## config.mk

```make
export PLATFORM = sky130hd
export DESIGN_NAME = alu_pipe_top
export DESIGN_NICKNAME = d
export VERILOG_FILES = /design/src/design/alu_pipe_pkg.sv /design/src/design/alu_pipe_top.sv /design/src/design/exec_stage.sv /design/src/design/pipe_regs.sv /design/src/design/decode_stage.sv
export VERILOG_INCLUDE_DIRS = /design/src /design/src/include
export SDC_FILE = /design/constraint.sdc
export NUM_CORES = 1
export LEC_CHECK = 0
export ABC_AREA = 0
export BUFFER_PORTS_ARGS = -buffer_cell sky130_fd_sc_hd__buf_2
export CAP_MARGIN = 30
export CORE_AREA = 8 8 168 170
export DETAILED_ROUTE_END_ITERATION = 6
export DIE_AREA = 0 0 176 178
export HOLD_SLACK_MARGIN = 0.05
export PLACE_DENSITY = 0.69
export REMOVE_ABC_BUFFERS = 1
export SYNTH_ARGS = -nofsm -noshare
export SYNTH_HDL_FRONTEND = slang
export SYNTH_HIERARCHICAL = 1
export SYNTH_SLANG_ARGS = --single-unit
```

## constraint.sdc

```tcl
create_clock -name clk -period 3.07 [get_ports clk]
set_clock_uncertainty 0.1 [all_clocks]
set_input_delay 0.7675 -clock clk [delete_from_list [all_inputs] [get_ports clk]]
set_output_delay 0.7675 -clock clk [all_outputs]
set_load 0.005 [all_outputs]
```

## src/include/alu_pipe_settings.svh

```systemverilog
// Width and size settings for the ALU pipeline, included by the package and the decode stage
`ifndef ALU_PIPE_SETTINGS_SVH
`define ALU_PIPE_SETTINGS_SVH

`define ALU_PIPE_DATA_W 16  // Data word width

`define ALU_PIPE_NREGS 8  // Register file depth

// Must cover ALU_PIPE_NREGS
`define ALU_PIPE_RADDR_W 3

`define ALU_PIPE_INST_W 16  // Instruction word width

`endif
```

## src/design/alu_pipe_pkg.sv

```systemverilog
// Shared types for the ALU pipeline stages, referenced by scoped name from each module
`default_nettype none
`include "alu_pipe_settings.svh"

package alu_pipe_pkg;

	typedef logic [`ALU_PIPE_DATA_W-1:0]  data_t;
	typedef logic [`ALU_PIPE_RADDR_W-1:0] reg_addr_t;
	typedef logic [`ALU_PIPE_INST_W-1:0]  inst_t;

	// Opcode field, bits 15..12 of the instruction
	typedef enum logic [3:0] {
		OP_NOP  = 4'h0,
		OP_ADD  = 4'h1,
		OP_SUB  = 4'h2,
		OP_AND  = 4'h3,
		OP_OR   = 4'h4,
		OP_XOR  = 4'h5,
		OP_SLT  = 4'h6,
		OP_ADDI = 4'h7  // Codes above this decode as NOP
	} opcode_t;

	typedef enum logic [2:0] {
		ALUCTL_NOP,
		ALUCTL_ADD,
		ALUCTL_SUB,
		ALUCTL_AND,
		ALUCTL_OR,
		ALUCTL_XOR,
		ALUCTL_SLT
	} alu_ctl_t;

	typedef struct packed {
		logic     valid;
		alu_ctl_t alu_ctl;
		data_t    op1;
		data_t    op2;
	} alu_input_t;

	// Destination info that rides alongside the operands
	typedef struct packed {
		logic      uses_rw;
		reg_addr_t rw_addr;
	} alu_pass_t;

	typedef struct packed {
		logic      uses_rw;
		reg_addr_t rw_addr;
		data_t     rw_data;
	} write_back_t;

	typedef struct packed {
		logic stall;
		logic flush;
	} hazard_ctl_t;

endpackage

`default_nettype wire

```

## src/design/alu_pipe_top.sv

```systemverilog
// Top level of the ALU pipeline that chains decode, pr_d2e, execute and pr_e2w and drives o_wb
`timescale 1ns/10ps
`default_nettype none

module alu_pipe_top (
	input  wire                              clk,
	input  wire                              rst_n,
	input  wire                              i_inst_valid,
	input  wire alu_pipe_pkg::inst_t         i_inst,
	input  wire                              i_stall,
	input  wire                              i_flush,
	output alu_pipe_pkg::write_back_t        o_wb
);

	alu_pipe_pkg::hazard_ctl_t hc;
	alu_pipe_pkg::alu_input_t  d_alu_input;  // Decode side of pr_d2e
	alu_pipe_pkg::alu_pass_t   d_pass;
	alu_pipe_pkg::alu_input_t  e_alu_input;  // Execute side of pr_d2e
	alu_pipe_pkg::alu_pass_t   e_pass;
	alu_pipe_pkg::write_back_t ex_wb;        // Also the execute forwarding path

	assign hc = '{stall: i_stall, flush: i_flush};

	decode_stage u_decode (
		.clk          (clk),
		.rst_n        (rst_n),
		.i_hc         (hc),
		.i_inst_valid (i_inst_valid),
		.i_inst       (i_inst),
		.i_ex_fwd     (ex_wb),
		.i_wb         (o_wb),
		.o_alu_input  (d_alu_input),
		.o_pass       (d_pass)
	);

	pr_d2e u_pr_d2e (
		.clk         (clk),
		.rst_n       (rst_n),
		.i_hc        (hc),
		.i_alu_input (d_alu_input),
		.i_pass      (d_pass),
		.o_alu_input (e_alu_input),
		.o_pass      (e_pass)
	);

	exec_stage u_exec (
		.i_alu_input (e_alu_input),
		.i_pass      (e_pass),
		.o_wb        (ex_wb)
	);

	pr_e2w u_pr_e2w (
		.clk   (clk),
		.rst_n (rst_n),
		.i_hc  (hc),
		.i_wb  (ex_wb),
		.o_wb  (o_wb)
	);

endmodule

`default_nettype wire

```

## src/design/exec_stage.sv

```systemverilog
// Combinational ALU between pr_d2e and pr_e2w, forming the writeback record
`timescale 1ns/10ps
`default_nettype none

module exec_stage (
	input  wire alu_pipe_pkg::alu_input_t    i_alu_input,
	input  wire alu_pipe_pkg::alu_pass_t     i_pass,
	output alu_pipe_pkg::write_back_t        o_wb
);

	alu_pipe_pkg::data_t result;
	logic                lt;

	// Signed compare for SLT
	assign lt = $signed(i_alu_input.op1) < $signed(i_alu_input.op2);

	always_comb
	begin
		case (i_alu_input.alu_ctl)
			alu_pipe_pkg::ALUCTL_ADD: result = i_alu_input.op1 + i_alu_input.op2;
			alu_pipe_pkg::ALUCTL_SUB: result = i_alu_input.op1 - i_alu_input.op2;
			alu_pipe_pkg::ALUCTL_AND: result = i_alu_input.op1 & i_alu_input.op2;
			alu_pipe_pkg::ALUCTL_OR:  result = i_alu_input.op1 | i_alu_input.op2;
			alu_pipe_pkg::ALUCTL_XOR: result = i_alu_input.op1 ^ i_alu_input.op2;
			alu_pipe_pkg::ALUCTL_SLT: result = alu_pipe_pkg::data_t'(lt);  // 0 or 1
			default:                  result = '0;
		endcase
	end

	always_comb
	begin
		// Bubbles and non-writing ops never raise uses_rw
		o_wb.uses_rw = i_alu_input.valid && i_pass.uses_rw;
		o_wb.rw_addr = i_pass.rw_addr;
		o_wb.rw_data = result;
	end

endmodule

`default_nettype wire

```

## src/design/pipe_regs.sv

```systemverilog
// Stall/flush pipeline registers between decode, execute and writeback
`timescale 1ns/10ps
`default_nettype none

module pr_d2e (
	input  wire                              clk,
	input  wire                              rst_n,
	input  wire alu_pipe_pkg::hazard_ctl_t   i_hc,
	input  wire alu_pipe_pkg::alu_input_t    i_alu_input,
	input  wire alu_pipe_pkg::alu_pass_t     i_pass,
	output alu_pipe_pkg::alu_input_t         o_alu_input,
	output alu_pipe_pkg::alu_pass_t          o_pass
);

	localparam alu_pipe_pkg::alu_input_t IN_BUBBLE = '{
		valid:   1'b0,
		alu_ctl: alu_pipe_pkg::ALUCTL_NOP,
		op1:     '0,
		op2:     '0
	};
	localparam alu_pipe_pkg::alu_pass_t PASS_BUBBLE = '{uses_rw: 1'b0, rw_addr: '0};

	always_ff @(posedge clk)
	begin
		if (!rst_n)
		begin
			o_alu_input <= IN_BUBBLE;
			o_pass      <= PASS_BUBBLE;
		end
		else
		begin
			if (!i_hc.stall)  // Stall holds everything, flush included
			begin
				if (i_hc.flush)
				begin
					o_alu_input <= IN_BUBBLE;
					o_pass      <= PASS_BUBBLE;
				end
				else
				begin
					o_alu_input <= i_alu_input;
					o_pass      <= i_pass;
				end
			end
		end
	end

endmodule

module pr_e2w (
	input  wire                              clk,
	input  wire                              rst_n,
	input  wire alu_pipe_pkg::hazard_ctl_t   i_hc,
	input  wire alu_pipe_pkg::write_back_t   i_wb,
	output alu_pipe_pkg::write_back_t        o_wb
);

	localparam alu_pipe_pkg::write_back_t WB_BUBBLE = '{
		uses_rw: 1'b0,
		rw_addr: '0,
		rw_data: '0
	};

	// Record already here on a flush still writes, the decode stage sees o_wb
	always_ff @(posedge clk)
	begin
		if (!rst_n)
			o_wb <= WB_BUBBLE;
		else
		begin
			if (!i_hc.stall)
			begin
				if (i_hc.flush)
					o_wb <= WB_BUBBLE;
				else
					o_wb <= i_wb;
			end
		end
	end

endmodule

`default_nettype wire

```

## src/design/decode_stage.sv

```systemverilog
// Decode stage with the register file and operand forwarding, feeding pr_d2e
`timescale 1ns/10ps
`default_nettype none
`include "alu_pipe_settings.svh"

module decode_stage (
	input  wire                              clk,
	input  wire                              rst_n,
	input  wire alu_pipe_pkg::hazard_ctl_t   i_hc,
	input  wire                              i_inst_valid,
	input  wire alu_pipe_pkg::inst_t         i_inst,
	input  wire alu_pipe_pkg::write_back_t   i_ex_fwd,  // Result now in execute
	input  wire alu_pipe_pkg::write_back_t   i_wb,      // Result in pr_e2w
	output alu_pipe_pkg::alu_input_t         o_alu_input,
	output alu_pipe_pkg::alu_pass_t          o_pass
);

	alu_pipe_pkg::data_t     rf [`ALU_PIPE_NREGS];
	alu_pipe_pkg::opcode_t   opcode;
	alu_pipe_pkg::reg_addr_t rd;
	alu_pipe_pkg::reg_addr_t rs;
	alu_pipe_pkg::reg_addr_t rt;
	logic [5:0]              imm;
	alu_pipe_pkg::data_t     imm_ext;
	alu_pipe_pkg::data_t     rs_val;
	alu_pipe_pkg::data_t     rt_val;
	alu_pipe_pkg::alu_ctl_t  alu_ctl;
	logic                    writes_rd;

	// r0 first, then the youngest producer, then the older one, then the file
	function automatic alu_pipe_pkg::data_t fwd_read(
		input alu_pipe_pkg::reg_addr_t   addr,
		input alu_pipe_pkg::write_back_t ex,
		input alu_pipe_pkg::write_back_t wb,
		input alu_pipe_pkg::data_t       rf_val
	);
		alu_pipe_pkg::data_t val;
		if (addr == '0)
			val = '0;
		else if (ex.uses_rw && ex.rw_addr == addr)
			val = ex.rw_data;
		else if (wb.uses_rw && wb.rw_addr == addr)
			val = wb.rw_data;
		else
			val = rf_val;
		return val;
	endfunction

	assign opcode  = alu_pipe_pkg::opcode_t'(i_inst[15:12]);
	assign rd      = i_inst[11:9];
	assign rs      = i_inst[8:6];
	assign rt      = i_inst[5:3];
	assign imm     = i_inst[5:0];  // ADDI only, overlaps rt
	assign imm_ext = {{(`ALU_PIPE_DATA_W - 6){imm[5]}}, imm};

	always_comb
	begin
		alu_ctl   = alu_pipe_pkg::ALUCTL_NOP;
		writes_rd = 1'b1;
		case (opcode)
			alu_pipe_pkg::OP_ADD:  alu_ctl = alu_pipe_pkg::ALUCTL_ADD;
			alu_pipe_pkg::OP_SUB:  alu_ctl = alu_pipe_pkg::ALUCTL_SUB;
			alu_pipe_pkg::OP_AND:  alu_ctl = alu_pipe_pkg::ALUCTL_AND;
			alu_pipe_pkg::OP_OR:   alu_ctl = alu_pipe_pkg::ALUCTL_OR;
			alu_pipe_pkg::OP_XOR:  alu_ctl = alu_pipe_pkg::ALUCTL_XOR;
			alu_pipe_pkg::OP_SLT:  alu_ctl = alu_pipe_pkg::ALUCTL_SLT;
			alu_pipe_pkg::OP_ADDI: alu_ctl = alu_pipe_pkg::ALUCTL_ADD;
			default:               writes_rd = 1'b0;  // NOP and unused codes
		endcase
	end

	assign rs_val = fwd_read(rs, i_ex_fwd, i_wb, rf[rs]);
	assign rt_val = fwd_read(rt, i_ex_fwd, i_wb, rf[rt]);

	always_comb
	begin
		o_alu_input.valid   = i_inst_valid;
		o_alu_input.alu_ctl = alu_ctl;
		o_alu_input.op1     = rs_val;
		o_alu_input.op2     = (opcode == alu_pipe_pkg::OP_ADDI) ? imm_ext : rt_val;
		// Writes to r0 are dropped here so they never forward
		o_pass.uses_rw      = i_inst_valid && writes_rd && (rd != '0);
		o_pass.rw_addr      = rd;
	end

	// Register file write from the writeback stage
	always_ff @(posedge clk)
	begin
		if (!rst_n)
		begin
			for (int i = 0; i < `ALU_PIPE_NREGS; i++)
				rf[i] <= '0;
		end
		else if (!i_hc.stall && i_wb.uses_rw && i_wb.rw_addr != '0)
			rf[i_wb.rw_addr] <= i_wb.rw_data;
	end

endmodule

`default_nettype wire

```

; Yosys cells after proc, flatten, opt, wreduce, memory -nomap -nowiden
; Memories as Yosys holds them, arrays and structs flattened.
; Index checks and enable logic that the tools add are counted.
[word_totals]
ff_bits = 60
output_inout_bits = 20
ram_bits = 128
n_memories = 1
[classes]
add_sub_neg = 2
order_cmp = 1
muxes = 20
n_bitwise = 3
n_reduce_logical = 17
n_eq_ne = 17
[memory_table]
columns = memory, depth, width, rd, rd_clocked_by_memory_dff, write_ports, line_no
row1 = u_decode.rf, 8, 16, 2, 0, 8, decode_stage.sv:18  ; alu_pipe_pkg::data_t rf [`ALU_PIPE_NREGS];
[ops]
columns = operator, n
row1 = 2-to-1 mux 16 bit, 8
row2 = case mux 16 bit (6 select lines), 1
row3 = 2-to-1 mux 36 bit, 1
row4 = 2-to-1 mux 20 bit, 1
row5 = case mux 3 bit (6 select lines), 1
row6 = adder 16 bit, 1
row7 = AND 16 bit, 1
row8 = equality test 4 x 3 -> 1 bit (second input constant), 4
row9 = < comparator 16 bit, 1
row10 = bitwise OR 16 bit, 1
row11 = OR reduction 16 bit, 1
row12 = subtractor 16 bit, 1
row13 = bitwise XOR 16 bit, 1
row14 = equality test 3 bit, 4
row15 = equality test 3 bit (second input constant), 3
row16 = logical AND 1 bit, 9
row17 = equality test 4 x 2 -> 1 bit (second input constant), 2
row18 = OR reduction 7 bit, 1
row19 = equality test 3 x 2 -> 1 bit (second input constant), 2
row20 = logical NOT 3 bit, 2
row21 = 2-to-1 mux 1 bit, 6
row22 = nonzero test 3 bit, 2
row23 = equality test 4 x 1 -> 1 bit (second input constant), 1
row24 = 2-to-1 mux 4 bit, 1
row25 = other kinds (4), 4

; Logic depth before layout (Yosys ltp)
[logic_depth]
ltp_word = 8
depth_mapped = 16
depth_no_buf = 16

; By module
; The synthesis kept the hierarchy.
[modules_own_cells]
columns = mod, cells_per_inst, area_per_inst_um2, instances
row1 = decode_stage, 599, 7744.9, 1
row2 = exec_stage, 370, 2608.8, 1
row3 = pr_d2e, 178, 1497.7, 1
row4 = pr_e2w, 88, 772.0, 1

; Worst setup path before layout
; No wires, ideal clock.
[synth_path]
kind = input port to flip-flop
from = input port rst_n
to = memory u_decode/rf[6][0] in the netlist's numbering, enable pin
arrival_ns = 2.617
path_slack_ns = -0.058
stages = 4
n_path_buf = 1
path_cell_list = buf_2 nand4b_1 or2_1 o21ai_0
[synth_lines]
columns = element, line_no
row1 = "start, declared", alu_pipe_top.sv:7  ; input wire rst_n,
row2 = "end, declared", decode_stage.sv:18

==> impl_results.md <==
* Vias at 10291
* Power per Cell Area at 404 mW/mm2
* Clock latency on the worst-skew pair at 0.43 ns
* Die Y at 178 um
* Yosys top cell area share at 0.304
* Synthesized area at 0.0126 mm2
* GPL Wtd Cong at 0.937
* Simple-gate share of the synthesized area at 0.160
* Clk buf depth at 2
* Startpoint Class: register
* Place WS at -0.272 ns
* Area fraction in compound gates after synthesis at 0.180
* Slew of the pin with the lowest slew margin at 0.847 ns
* Residual DRC at 0
* # clock sinks at 188
* Die area at 0.0313 mm2
* Reg power frac at 0.473
* Hold WS at 0.413 ns
* Post-DP HPWL at 25.7 mm
* Final critical-path setup slack at -0.0759 ns
* Commonest non-fill, non-tap cell in the layout: buf_4
* Vias/cell at 6.05
* EDFF count, synth at 128
* Nets at 1425
* Post-synthesis sequential area ratio at 0.400
* Number of top-level pins at 41
* Switching pwr at 1.66 mW
* Cell Rows at 59
* Grt ovf at 0
* Number of synthesis warnings at 6
* Dominant cell type by area after synthesis: edfxtp_1
* Die Wd at 176 um
* Max-slew headroom at 0.435
* Achievable clock frequency at 0.318 GHz
* First drt pass iteration count at 7
* Largest family of logic cells by synthesized area: compound AO/OA/AOI/OAI gates
* Post-synth ARST share at 0
* Finish-stage setup viols at 1
* Sw Ratio at 0.275
* Synth top area cells: edfxtp_1 (30%), dfxtp_1 (9.5%), mux4_2 (7.1%)
* Core area at 0.0256 mm2
* Final Hold Violating Endpoints at 0
* Synthesized area per cell at 10.2 um2
* Post-Route WL at 36.6 mm
* XOR/XNOR share of the synthesized area at 0.0132
* CTS Buf Count at 17
* Max rail drop VDD at 410 uV
* RSZ-0062 raised after global routing: true
* WS Path Type: register to register
* Crit path capture type: register
* Final std cells w/o fill at 1700
* Type of the tightest min-delay check: register to register
* Wire length of the first global-routing pass at 55.9 mm
* #FFs+latches synth at 188
* Antenna viol nets, final at 0
* Fillers at 2106
* Most frequent cells in the layout: buf_4 (133), edfxtp_1 (128), and2_1 (112)
* Initial antenna violation count at 0
* Max_cap viols at 0
* Crit share post-route at 1.02
* Gr usage total at 0.229
* Largest net degree at the start of global routing at 103
* H-tree depth at 4
* Share of cells above drive strength 1 at 0.284
* Critical Path AT at 3.40 ns
* Minimum clock period at 3.15 ns
* Post-synthesis mux area share at 0.130
* Placed Instances at 1652
* Largest fanout on the critical path at 3
* Share of total power in combinational logic at 0.194
* Failing checks: setup timing
* Synth Area in Adders at 0.0527
* Main synth FF type: edfxtp_1
* CTS tree: built
* Int Pwr at 4.37 mW
* Slew Viols, Final at 0
* Reg clk slew, reported paths at 0.07 ns
* Final instance area at 0.0149 mm2
* Root buffer cell: clkbuf_16
* Post-Syn Instances at 1235
* Pleak at 5.75 nW
* Area Growth Syn to Fin at 18.2%
* Clock share of power at 0.333
* Status: finished with violations
* Placed inst area at 0.0138 mm2
* Starting Density at 0.493
* CP required at 3.32 ns
* DR WL/cell at 21.5 um
* Starting DRT DRC Count at 1103
* Number of global-route vias before repair at 10003
* Port bufs at 40
* Number of library cell types mapped by synthesis at 88
[power by group through the flow]
stage	sequential (mW)	clock, mW	combinational, mW
floorplan	2.89	0	0.556
global placement	2.90	0	0.973
detailed placement	2.90	0	0.980
CTS	2.85	2.04	1.07
global route	2.86	2.14	1.25
finish	2.85	2.01	1.17
[synthesized netlist by cell type (5+ instances only)]
cell and n:
nor2b_1 14, dfxtp_1 60, o2bb2ai_1 17, buf_2 37, nor3_1 15, clkbuf_1 37, xnor2_1 18, a31oi_1 11
nand2b_1 14, mux2i_1 59, ha_1 50, nor2_1 50, o21a_1 5, o21ai_2 20, a211oi_1 25, nand2_1 80
buf_6 14, a221oi_1 11, o22ai_1 17, edfxtp_1 128, a21o_1 5, a32oi_1 5, o21ai_0 86, nand4_1 7
mux4_2 40, buf_4 12, inv_1 52, a22oi_1 13, nand3_1 63, a21oi_1 37, o211ai_1 12, o21ai_1 11
o21bai_1 5, and2_1 112, mux2_2 13
[state kept, by name, summed over array words and instances, names as in the netlist]
signal,flops
u_decode/rf,128
u_pr_d2e/o_pass,4
u_pr_d2e/o_alu_input,36
u_pr_e2w/o_wb,20
[critical path: stages, from the launching register on]
cell and delay [ns]:
dfxtp_2 0.35, inv_4 0.05, ha_4 0.27, buf_6 0.09, nor2_2 0.03, or3_4 0.37, a221oi_4 0.31, o41a_4 0.22
nor2_4 0.04, o31a_1 0.31, o22ai_2 0.24, nor2b_1 0.08, nand4_1 0.09, a21oi_2 0.07, a221oi_2 0.19, nand2_1 0.07
o21ai_1 0.15
[routing by layer]
metal  up-vias  global-route usage  routed length [um]
met1      5009               0.292               15300
met2       427               0.391               18100
met5         -                   0                   0
li1       4783                   -                   -
met4         0              0.0947                1060
met3        72              0.0267                2100
[cell families after synthesis]
group	count (synthesis)
other	1
adder cells (fa/ha/maj)	52
XOR/XNOR	19
multiplexers	112
AO/OA/AOI/OAI	323
buffers and inverters	156
flip-flops	188
AND/OR/NAND/NOR	384
[timing repair]
action | 4_1_cts | 5_1_grt
buffers inserted | 8 | 9
gates resized for setup | 46 | 71
hold buffers | 0 | 0
hold endpoints to repair | 0 | 0
pin swaps | 21 | 41
setup endpoints to repair | 16 | 26
[layout make-up]
class / count / area (um2) / area share
multi-input combinational: 906 / 7310 / 0.490
sequential: 188 / 5050 / 0.338
timing repair buffer: 187 / 1420 / 0.0954
clock buffer: 19 / 433 / 0.0290
tap: 335 / 419 / 0.0281
inverter: 52 / 198 / 0.0132
clock inverter: 12 / 90.1 / 0.00604
antenna: 1 / 2.50 / 0.000168
[worst paths after layout]
| kind | startpoint | to | slack, ns | depth (start not counted) |
|---|---|---|---|---|
| worst min-delay path | u_pr_d2e/o_pass[3]$_SDFFE_PN0N_ | u_pr_d2e/o_pass[3]$_SDFFE_PN0N_ | 0.41 | 2 |
| worst max-delay path | u_pr_d2e/o_alu_input[1]$_SDFFE_PN0N_ | u_pr_d2e/o_alu_input[9]$_SDFFE_PN0N_ | -0.08 | 16 |
| worst max register to register | u_pr_d2e/o_alu_input[1]$_SDFFE_PN0N_ | u_pr_d2e/o_alu_input[9]$_SDFFE_PN0N_ | -0.08 | 16 |
| worst min register to register | u_pr_d2e/o_pass[3]$_SDFFE_PN0N_ | u_pr_d2e/o_pass[3]$_SDFFE_PN0N_ | 0.41 | 2 |
[through the flow]
stage,TNS [ns],utilization,power (mW)
5_1_grt,-1.02,0.583,6.25
3_3_place_gp,-0.749,0.538,3.87
2_1_floorplan,0,-,3.44
4_1_cts,-0.402,0.569,5.95
6_report,-0.0759,0.583,6.03
3_5_place_dp,-1.62,0.538,3.88
Note: power is estimated with default switching activity, not from simulation.
